===== src/bt_pkg.sv =====
`default_nettype none

package bt_pkg;

  //////////////////////////////////////////////////
  // slot timing
  //////////////////////////////////////////////////

  // clk_6M cycles per microsecond tick
  localparam int unsigned TICKS_PER_US    = 6;
  // 312.5 us half slot counted straight in clk_6M cycles
  localparam int unsigned HALF_SLOT_TICKS = 1875;
  // counter widths for the two dividers
  localparam int unsigned US_CNT_W        = $clog2(TICKS_PER_US);
  localparam int unsigned HALF_CNT_W      = $clog2(HALF_SLOT_TICKS);
  // native clock, one count per half slot
  localparam int unsigned CLKN_W          = 28;

  //////////////////////////////////////////////////
  // sync word correlation and scan
  //////////////////////////////////////////////////

  localparam int unsigned SYNC_W     = 64;
  // agreement count, 0..64
  localparam int unsigned CORR_W     = 7;
  // scan interval / window, in slots
  localparam int unsigned SLOT_CNT_W = 16;

  typedef enum logic [1:0] {
    ST_STANDBY   = 2'd0,
    ST_PAGE_SCAN = 2'd1,
    ST_INQ_SCAN  = 2'd2,
    ST_CONN      = 2'd3
  } link_state_t;

  // shared timebase, 31 bits
  typedef struct packed {
    logic              p_1us;
    logic              half_tslot_p;
    logic              tslot_p;
    logic [CLKN_W-1:0] clkn;
  } timebase_t;

  // access codes the receiver can look for
  typedef struct packed {
    logic [SYNC_W-1:0] cac;
    logic [SYNC_W-1:0] dac;
    logic [SYNC_W-1:0] giac;
  } sync_words_t;

  // scan timing, all in slots
  typedef struct packed {
    logic [SLOT_CNT_W-1:0] ps_interval;
    logic [SLOT_CNT_W-1:0] ps_window;
    logic [SLOT_CNT_W-1:0] is_interval;
    logic [SLOT_CNT_W-1:0] is_window;
  } scan_cfg_t;

  // one-cycle hit pulses per link state
  typedef struct packed {
    logic ps_sync_p;
    logic is_sync_p;
    logic conn_sync_p;
  } sync_events_t;

endpackage

`default_nettype wire


===== src/bt_native_clk.sv =====
`timescale 1ns/1ps
`default_nettype none

module bt_native_clk (
  input  wire                  clk_6M,
  input  wire                  rstz,
  output bt_pkg::timebase_t    tb
);

  import bt_pkg::*;

  //////////////////////////////////////////////////
  // microsecond divider
  //////////////////////////////////////////////////

  // counts 0..5, wraps on the tick
  logic [US_CNT_W-1:0]   us_cnt;
  logic                  p_1us;

  // tick seen by the 6th edge after reset release
  assign p_1us = (us_cnt == US_CNT_W'(TICKS_PER_US - 1));

  always_ff @(posedge clk_6M or negedge rstz)
  begin
    if (!rstz)
      us_cnt <= '0;
    else if (p_1us)
      us_cnt <= '0;
    else
      us_cnt <= us_cnt + US_CNT_W'(1);
  end

  //////////////////////////////////////////////////
  // half slot / slot
  //////////////////////////////////////////////////

  // counts 0..1874 in clk_6M cycles
  logic [HALF_CNT_W-1:0] half_cnt;
  logic                  half_tslot_p;
  // set after the first half of a slot
  logic                  slot_half;
  logic                  tslot_p;

  assign half_tslot_p = (half_cnt == HALF_CNT_W'(HALF_SLOT_TICKS - 1));
  // every second half slot closes a full slot
  assign tslot_p      = half_tslot_p & slot_half;

  always_ff @(posedge clk_6M or negedge rstz)
  begin
    if (!rstz)
    begin
      half_cnt  <= '0;
      slot_half <= 1'b0;
    end
    else if (half_tslot_p)
    begin
      half_cnt  <= '0;
      slot_half <= ~slot_half;
    end
    else
      half_cnt <= half_cnt + HALF_CNT_W'(1);
  end

  //////////////////////////////////////////////////
  // native clock
  //////////////////////////////////////////////////

  logic [CLKN_W-1:0] clkn;

  // one count per half slot, wraps at 2^28
  always_ff @(posedge clk_6M or negedge rstz)
  begin
    if (!rstz)
      clkn <= '0;
    else if (half_tslot_p)
      clkn <= clkn + CLKN_W'(1);
  end

  // pack the timebase
  always_comb
  begin
    tb.p_1us        = p_1us;
    tb.half_tslot_p = half_tslot_p;
    tb.tslot_p      = tslot_p;
    tb.clkn         = clkn;
  end

endmodule

`default_nettype wire


===== src/rx_sync_correlator.sv =====
`timescale 1ns/1ps
`default_nettype none

module rx_sync_correlator (
  input  wire                        clk_6M,
  input  wire                        rstz,
  input  wire                        rxbit,
  input  wire                        p_1us,
  input  wire                        corr_en,
  input  wire [bt_pkg::SYNC_W-1:0]   expected_sync,
  input  wire [bt_pkg::CORR_W-1:0]   corr_threshold,
  output logic                       sync_hit_p
);

  import bt_pkg::*;

  //////////////////////////////////////////////////
  // resync of the air bit
  //////////////////////////////////////////////////

  // two flops, rxbit is asynchronous to clk_6M
  logic [1:0] rx_meta;

  always_ff @(posedge clk_6M or negedge rstz)
  begin
    if (!rstz)
      rx_meta <= 2'b00;
    else
      rx_meta <= {rx_meta[0], rxbit};
  end

  //////////////////////////////////////////////////
  // 64-bit sliding window
  //////////////////////////////////////////////////

  // bit 63 oldest, word arrives msb first
  logic [SYNC_W-1:0] window;
  // marks the cycle after a sampling edge
  logic              samp_d;

  always_ff @(posedge clk_6M or negedge rstz)
  begin
    if (!rstz)
    begin
      window <= '0;
      samp_d <= 1'b0;
    end
    else
    begin
      samp_d <= p_1us;
      // one sample per microsecond
      if (p_1us)
        window <= {window[SYNC_W-2:0], rx_meta[1]};
    end
  end

  //////////////////////////////////////////////////
  // agreement count
  //////////////////////////////////////////////////

  // 1 where the window bit equals the expected bit
  logic [SYNC_W-1:0] match;
  logic [CORR_W-1:0] ones;
  logic [CORR_W-1:0] agree_cnt;
  logic              cnt_vld;

  assign match = ~(window ^ expected_sync);

  // popcount of the match vector
  always_comb
  begin
    ones = '0;
    for (int i = 0; i < SYNC_W; i++)
      ones = ones + CORR_W'(match[i]);
  end

  // count registered once per new sample
  always_ff @(posedge clk_6M or negedge rstz)
  begin
    if (!rstz)
    begin
      agree_cnt <= '0;
      cnt_vld   <= 1'b0;
    end
    else
    begin
      cnt_vld <= samp_d;
      if (samp_d)
        agree_cnt <= ones;
    end
  end

  //////////////////////////////////////////////////
  // threshold compare
  //////////////////////////////////////////////////

  // hit two edges after the sampling edge
  // only while the scan window or link is open
  always_ff @(posedge clk_6M or negedge rstz)
  begin
    if (!rstz)
      sync_hit_p <= 1'b0;
    else
      sync_hit_p <= cnt_vld & corr_en & (agree_cnt >= corr_threshold);
  end

endmodule

`default_nettype wire


===== src/scan_ctrl.sv =====
`timescale 1ns/1ps
`default_nettype none

module scan_ctrl (
  input  wire                          clk_6M,
  input  wire                          rstz,
  input  bt_pkg::timebase_t            tb,
  input  bt_pkg::sync_words_t          words,
  input  bt_pkg::scan_cfg_t            scan_cfg,
  input  wire                          page_scan_enable_p,
  input  wire                          page_scan_cancel_p,
  input  wire                          inquiry_scan_enable,
  input  wire                          conn_hold_p,
  input  wire                          sync_hit_p,
  output bt_pkg::link_state_t          link_state,
  output bt_pkg::sync_events_t         events,
  output logic                         corr_en,
  output logic [bt_pkg::SYNC_W-1:0]    expected_sync
);

  import bt_pkg::*;

  //////////////////////////////////////////////////
  // link state FSM
  //////////////////////////////////////////////////

  link_state_t state;
  link_state_t state_nxt;

  always_comb
  begin
    state_nxt = state;
    case (state)
      ST_STANDBY:
      begin
        // page scan request wins over inquiry scan level
        if (page_scan_enable_p)
          state_nxt = ST_PAGE_SCAN;
        else if (inquiry_scan_enable)
          state_nxt = ST_INQ_SCAN;
      end
      ST_PAGE_SCAN:
      begin
        // DAC found, slave side of the page response
        if (sync_hit_p)
          state_nxt = ST_CONN;
        else if (page_scan_cancel_p)
          state_nxt = ST_STANDBY;
      end
      ST_INQ_SCAN:
      begin
        // stays while the host keeps the level up
        if (!inquiry_scan_enable)
          state_nxt = ST_STANDBY;
      end
      ST_CONN:
      begin
        if (conn_hold_p)
          state_nxt = ST_STANDBY;
      end
      default:
        state_nxt = ST_STANDBY;
    endcase
  end

  always_ff @(posedge clk_6M or negedge rstz)
  begin
    if (!rstz)
      state <= ST_STANDBY;
    else
      state <= state_nxt;
  end

  assign link_state = state;

  //////////////////////////////////////////////////
  // scan interval / window
  //////////////////////////////////////////////////

  logic                  in_scan;
  logic [SLOT_CNT_W-1:0] cur_interval;
  logic [SLOT_CNT_W-1:0] cur_window;
  // slot index within the current interval
  logic [SLOT_CNT_W-1:0] slot_cnt;
  logic [SLOT_CNT_W-1:0] slot_inc;

  assign in_scan = (state == ST_PAGE_SCAN) || (state == ST_INQ_SCAN);

  // interval and window of the active scan
  always_comb
  begin
    if (state == ST_INQ_SCAN)
    begin
      cur_interval = scan_cfg.is_interval;
      cur_window   = scan_cfg.is_window;
    end
    else
    begin
      cur_interval = scan_cfg.ps_interval;
      cur_window   = scan_cfg.ps_window;
    end
  end

  assign slot_inc = slot_cnt + SLOT_CNT_W'(1);

  always_ff @(posedge clk_6M or negedge rstz)
  begin
    if (!rstz)
      slot_cnt <= '0;
    // restart on any state change, incl. scan entry
    else if (state_nxt != state)
      slot_cnt <= '0;
    else if (in_scan && tb.tslot_p)
    begin
      // wrap at the end of the interval
      if (slot_inc >= cur_interval)
        slot_cnt <= '0;
      else
        slot_cnt <= slot_inc;
    end
  end

  // listen at the start of each interval; always in a link
  always_comb
  begin
    if (state == ST_CONN)
      corr_en = 1'b1;
    else if (in_scan)
      corr_en = (slot_cnt < cur_window);
    else
      corr_en = 1'b0;
  end

  //////////////////////////////////////////////////
  // sync word select and hit routing
  //////////////////////////////////////////////////

  always_comb
  begin
    case (state)
      ST_PAGE_SCAN: expected_sync = words.dac;
      ST_INQ_SCAN:  expected_sync = words.giac;
      default:      expected_sync = words.cac;
    endcase
  end

  // same cycle as the correlator hit
  always_comb
  begin
    events.ps_sync_p   = sync_hit_p && (state == ST_PAGE_SCAN);
    events.is_sync_p   = sync_hit_p && (state == ST_INQ_SCAN);
    events.conn_sync_p = sync_hit_p && (state == ST_CONN);
  end

endmodule

`default_nettype wire


===== src/bt_rx_sync_top.sv =====
`timescale 1ns/1ps
`default_nettype none

module bt_rx_sync_top (
  input  wire                          clk_6M,
  input  wire                          rstz,
  input  bt_pkg::sync_words_t          words,
  input  bt_pkg::scan_cfg_t            scan_cfg,
  input  wire [bt_pkg::CORR_W-1:0]     corr_threshold,
  input  wire                          page_scan_enable_p,
  input  wire                          page_scan_cancel_p,
  input  wire                          inquiry_scan_enable,
  input  wire                          conn_hold_p,
  input  wire                          rxbit,
  output bt_pkg::link_state_t          link_state,
  output bt_pkg::sync_events_t         events,
  output logic [bt_pkg::CLKN_W-1:0]    clkn
);

  import bt_pkg::*;

  //////////////////////////////////////////////////
  // internal nets
  //////////////////////////////////////////////////

  timebase_t         tb;
  logic              corr_en;
  logic [SYNC_W-1:0] expected_sync;
  logic              sync_hit_p;

  // native clock out of the timebase
  assign clkn = tb.clkn;

  bt_native_clk u_native_clk (
    .clk_6M (clk_6M),
    .rstz   (rstz),
    .tb     (tb)
  );

  // receive side, sampled on the us tick
  rx_sync_correlator u_correlator (
    .clk_6M         (clk_6M),
    .rstz           (rstz),
    .rxbit          (rxbit),
    .p_1us          (tb.p_1us),
    .corr_en        (corr_en),
    .expected_sync  (expected_sync),
    .corr_threshold (corr_threshold),
    .sync_hit_p     (sync_hit_p)
  );

  // link controller, picks word and window
  scan_ctrl u_scan_ctrl (
    .clk_6M              (clk_6M),
    .rstz                (rstz),
    .tb                  (tb),
    .words               (words),
    .scan_cfg            (scan_cfg),
    .page_scan_enable_p  (page_scan_enable_p),
    .page_scan_cancel_p  (page_scan_cancel_p),
    .inquiry_scan_enable (inquiry_scan_enable),
    .conn_hold_p         (conn_hold_p),
    .sync_hit_p          (sync_hit_p),
    .link_state          (link_state),
    .events              (events),
    .corr_en             (corr_en),
    .expected_sync       (expected_sync)
  );

endmodule

`default_nettype wire


===== config.mk =====
export PLATFORM = sky130hd
export DESIGN_NAME = bt_rx_sync_top
export DESIGN_NICKNAME = d
export VERILOG_FILES = /design/src/bt_pkg.sv /design/src/bt_native_clk.sv /design/src/rx_sync_correlator.sv /design/src/scan_ctrl.sv /design/src/bt_rx_sync_top.sv
export SDC_FILE = /design/constraint.sdc
export NUM_CORES = 1
export LEC_CHECK = 0
export BUFFER_PORTS_ARGS = -buffer_cell sky130_fd_sc_hd__buf_2
export CAP_MARGIN = 20
export CELL_PAD_IN_SITES_DETAIL_PLACEMENT = 1
export CELL_PAD_IN_SITES_GLOBAL_PLACEMENT = 2
export CORE_ASPECT_RATIO = 0.7
export CORE_MARGIN = 1
export CORE_UTILIZATION = 28
export DETAILED_ROUTE_END_ITERATION = 16
export HOLD_SLACK_MARGIN = 0.15
export PLACE_DENSITY = 0.79
export SETUP_SLACK_MARGIN = 0.5
export SYNTH_ARGS = -nofsm -noshare
export SYNTH_HDL_FRONTEND = slang
export SYNTH_SLANG_ARGS = --single-unit

===== constraint.sdc =====
create_clock -name clk_6M -period 7.55 [get_ports clk_6M]
set_input_delay 2.265 -clock clk_6M [delete_from_list [all_inputs] [get_ports clk_6M]]
set_output_delay 2.265 -clock clk_6M [all_outputs]
set_load 0.005 [all_outputs]

==> key figures <==
Status
  • Status: complete, but fails checks
  • Failing checks: setup timing

Global route
  • Grt ovf: 0
  • Largest net degree at the start of global routing: 92
  • First-pass GRT wire length: approximately 53000 um
  • Number of global-route vias before repair: 9517
  • Number of antenna violations at the first check in global routing: 2
  • Total track usage: a little under a fifth

Clock tree
  • H-Tree Depth: 4
  • CTS tree: yes
  • Worst-path clk slew: 0.07 ns
  • CTS Hold Bufs: 0
  • TritonCTS Buffers: 17
  • Clk sinks: 137
  • Clk_lat worst skew: 0.44 ns
  • Clock root cell: clkbuf_16
  • Clock Tree Buf Depth: 2

Timing
  • Number of setup violations in the final report: 6
  • Final Critical Period: between 8 and 9 ns
  • Post-route setup slack: -0.645 ns
  • Final period utilization: 109%
  • Actual slew at the worst max-slew pin: 0.909 ns
  • Final count of hold timing violations: 0
  • Slew Limit Fails: 0
  • Final clock skew: ~0.014 ns
  • RSZ-0062 raised after global routing: yes
  • Fmax: roughly 120 MHz
  • Relative slew slack: 39.4%

Routing
  • Vias: 9316
  • Routed wire length: 34200 um
  • Antenna Violating Nets Remaining: 0
  • Pre-Repair DR Iteration Count: 4
  • Initial DRC count: around 470
  • Vias per cell: 4.71
  • Residual DRC: 0
  • WL/cell: ~17 um

Setup path
  • Register-to-Register Path Depth: 24
  • R2R Setup Slk: 0.16 ns
  • Crit path cell chain: buf_6 > a22oi_2 > a21oi_1 > buf_4 > xnor2_2 > ha_1 > inv_1 > fa_1 > fa_1 > inv_1 > fa_1 > fa_1 > fa_1 > fa_1 > fa_1 > fa_1 > fa_2 > inv_2 > fa_2 > nor2b_1 > o21a_1 > or3_1 > a31o_2
  • Slowest cell delay on critical path: around 0.57 ns
  • Buffers & Inverters on Critical Path: 5
  • Path length in cells of the critical path: 23
  • FF-to-FF Start: u_scan_ctrl.link_state[1]$_DFF_PN0_
  • Startpoint types: primary input
  • CP Data Arrival Time: 8.51 ns
  • Worst path required time: 7.87 ns
  • Critical path fanouts, max: 2
  • Crit path top cell by count: fa_1
  • FF-to-FF End: u_correlator.agree_cnt[4]$_DFFE_PN0P_
  • Slowest CP cell: fa_1
  • Kind of end point of the critical path: register
  • CP top delay family: adder cells
  • Type of the worst setup path: primary input to register

Worst hold path
  • HP Class: register to register
  • Hold EP: u_correlator.rx_meta[1]$_DFF_PN0_
  • Worst Hold Path Cells: 0
  • HP Start: u_correlator.rx_meta[0]$_DFF_PN0_

Place
  • PortBufs: around 300
  • Gpl congestion: 0.830
  • Placed cell areas: 0.0127 sq mm
  • Hpwl dp: 27700 um

Finish
  • Layout Cell Area excl Fill: between 0.01 and 0.015 sq mm
  • Fin nets: 1872
  • Share of layout cells above drive strength 1: a little over a quarter
  • Fill count: approximately 4400
  • Syn-to-layout area delta: 26.9%

Die
  • IO Count: 303
  • FP Rows: 58
  • Horiz. Die Dim: 233 um
  • Placeable Area: 0.0364 sq mm
  • Die Span Y: 164 um
  • Die area: 0.0381 sq mm
  • Starting density of the core: 28.8%

Synth
  • Synthesized netlist cell count: 1192
  • Syn Area/Cell: 8.78 sq um
  • Synth Flop Type: dfrtp_1
  • Leading area contributor after synthesis: dfrtp_1
  • Synth top cells by count: nand2_1 (243), dfrtp_1 (137), nor2_1 (95), inv_1 (93), a21oi_1 (89)
  • Post-synth EDFFs: 0
  • Synthesized area: 0.0105 sq mm
  • Seq/Total Area, Yosys: 32.8%
  • Count of cell types in the netlist: 57
  • Ys async rst share: 100%
  • Post-synth top area share: between 30% and 40%
  • Post-Syn Nets: 1578
  • #FFs+latches synth: 137
  • Synth warn: 0
  • Most frequent cell after synthesis: nand2_1
  • Top post-synthesis cells by area: dfrtp_1 (33%), fa_1 (10%), nand2_1 (8.7%)

Job
  • MaxCap Viol Count: 0
==> sequential cells by signal, summed over array words and instances (netlist names), 2 cells and up <==
register and cells:
u_scan_ctrl.link_state 2, u_correlator.agree_cnt 7, u_native_clk.us_cnt 3, u_native_clk.clkn 28, u_native_clk.half_cnt 11, u_correlator.window 64, u_correlator.rx_meta 2, u_scan_ctrl.slot_cnt 16
==> worst reg2reg max path, stage by stage (launching register included) <==
cell and delay, ns:
dfrtp_1 0.35, inv_1 0.12, ha_4 0.51, buf_4 0.29, nor2_1 0.07, a21oi_1 0.15, xor2_1 0.23, fa_1 0.49
inv_1 0.10, fa_2 0.44, fa_1 0.48, inv_1 0.05, fa_1 0.51, inv_1 0.06, fa_1 0.61, fa_1 0.46
fa_1 0.51, fa_1 0.43, fa_2 0.36, inv_2 0.07, fa_2 0.20, nor2b_1 0.05, o21a_1 0.18, or3_1 0.31
a31o_2 0.24
==> layout make-up <==
cell class / count / area (sq um) / area share, %
Antenna cell: 1 / 2.50 / 0.0188
Clock buffer: 17 / 425 / 3.20
Clock inverter: 15 / 160 / 1.21
Inverter: 93 / 349 / 2.63
Multi-Input combinational cell: 904 / 6520 / 49.1
Sequential cell: 137 / 3430 / 25.8
Tap cell: 480 / 601 / 4.52
Timing Repair Buffer: 333 / 1790 / 13.5
==> cell families (layout without fill, tap and decap cells) <==
family	count (synthesis)	after routing	synth area share [%]
AND/OR/NAND/NOR	425	425	17.7
AO/OA/AOI/OAI	208	208	12.8
buffers and inverters	151	458	5.49
flip-flops	137	137	32.8
XOR/XNOR	117	117	9.80
adder cells (fa/ha/maj)	116	116	17.8
multiplexers	38	38	3.68
other	0	1	0
==> repair_timing <==
item	4_1_cts	5_1_grt
buffers inserted	1	0
pin swaps	3	4
gates resized for setup	4	0
endpoints found under the setup margin	7	7
==> metal layers <==
layer / GRT usage (%) / up-vias / share of wire (%)
li1: - / 4568 / -
met5: 0 / - / 0.029
met2: 26.1 / 147 / 43
met3: 3.70 / 17 / 4.6
met4: 3.21 / 2 / 0.72
met1: 28.1 / 4582 / 51
==> cell usage in the layout (no fill, tap or decap), types with 51 or more instances in the layout <==
cell and count:
xor2_1 54, nor2_1 95, inv_1 91, fa_1 51, xnor2_1 62, dfrtp_1 137
nand2_1 243, buf_2 300, a21oi_1 88, ha_1 59, a22oi_1 62
==> worst max-delay path by stage <==
stage,to,slack (ns),startpoint
6_report,u_correlator.agree_cnt[4]$_DFFE_PN0P_,-0.64,words[1]
5_1_grt,u_correlator.agree_cnt[4]$_DFFE_PN0P_,-0.85,words[1]
4_1_cts,u_correlator.agree_cnt[4]$_DFFE_PN0P_,-0.63,words[1]
3_5_place_dp,u_correlator.agree_cnt[4]$_DFFE_PN0P_,-1.12,words[1]
3_3_place_gp,u_correlator.agree_cnt[4]$_DFFE_PN0P_,-0.99,words[34]
2_1_floorplan,u_correlator.agree_cnt[4]$_DFFE_PN0P_,-0.61,words[34]
==> metrics by stage <==
step	instances	setup TNS, ns	hold WS [ns]	worst slack, ns	utilization (%)
floorplan	1192	-2.37	0.331	-0.606	-
CTS	1979	-2.72	0.357	-0.635	36.5
detailed placement	1946	-5.94	0.342	-1.12	34.8
global route	1979	-4.12	0.366	-0.847	36.5
global placement	1946	-5.25	0.339	-0.994	34.8
finish	1980	-2.85	0.352	-0.645	36.5
Power is not shown: default switching activity piles up to over one toggle a cycle in this logic, so the estimate is an artifact.
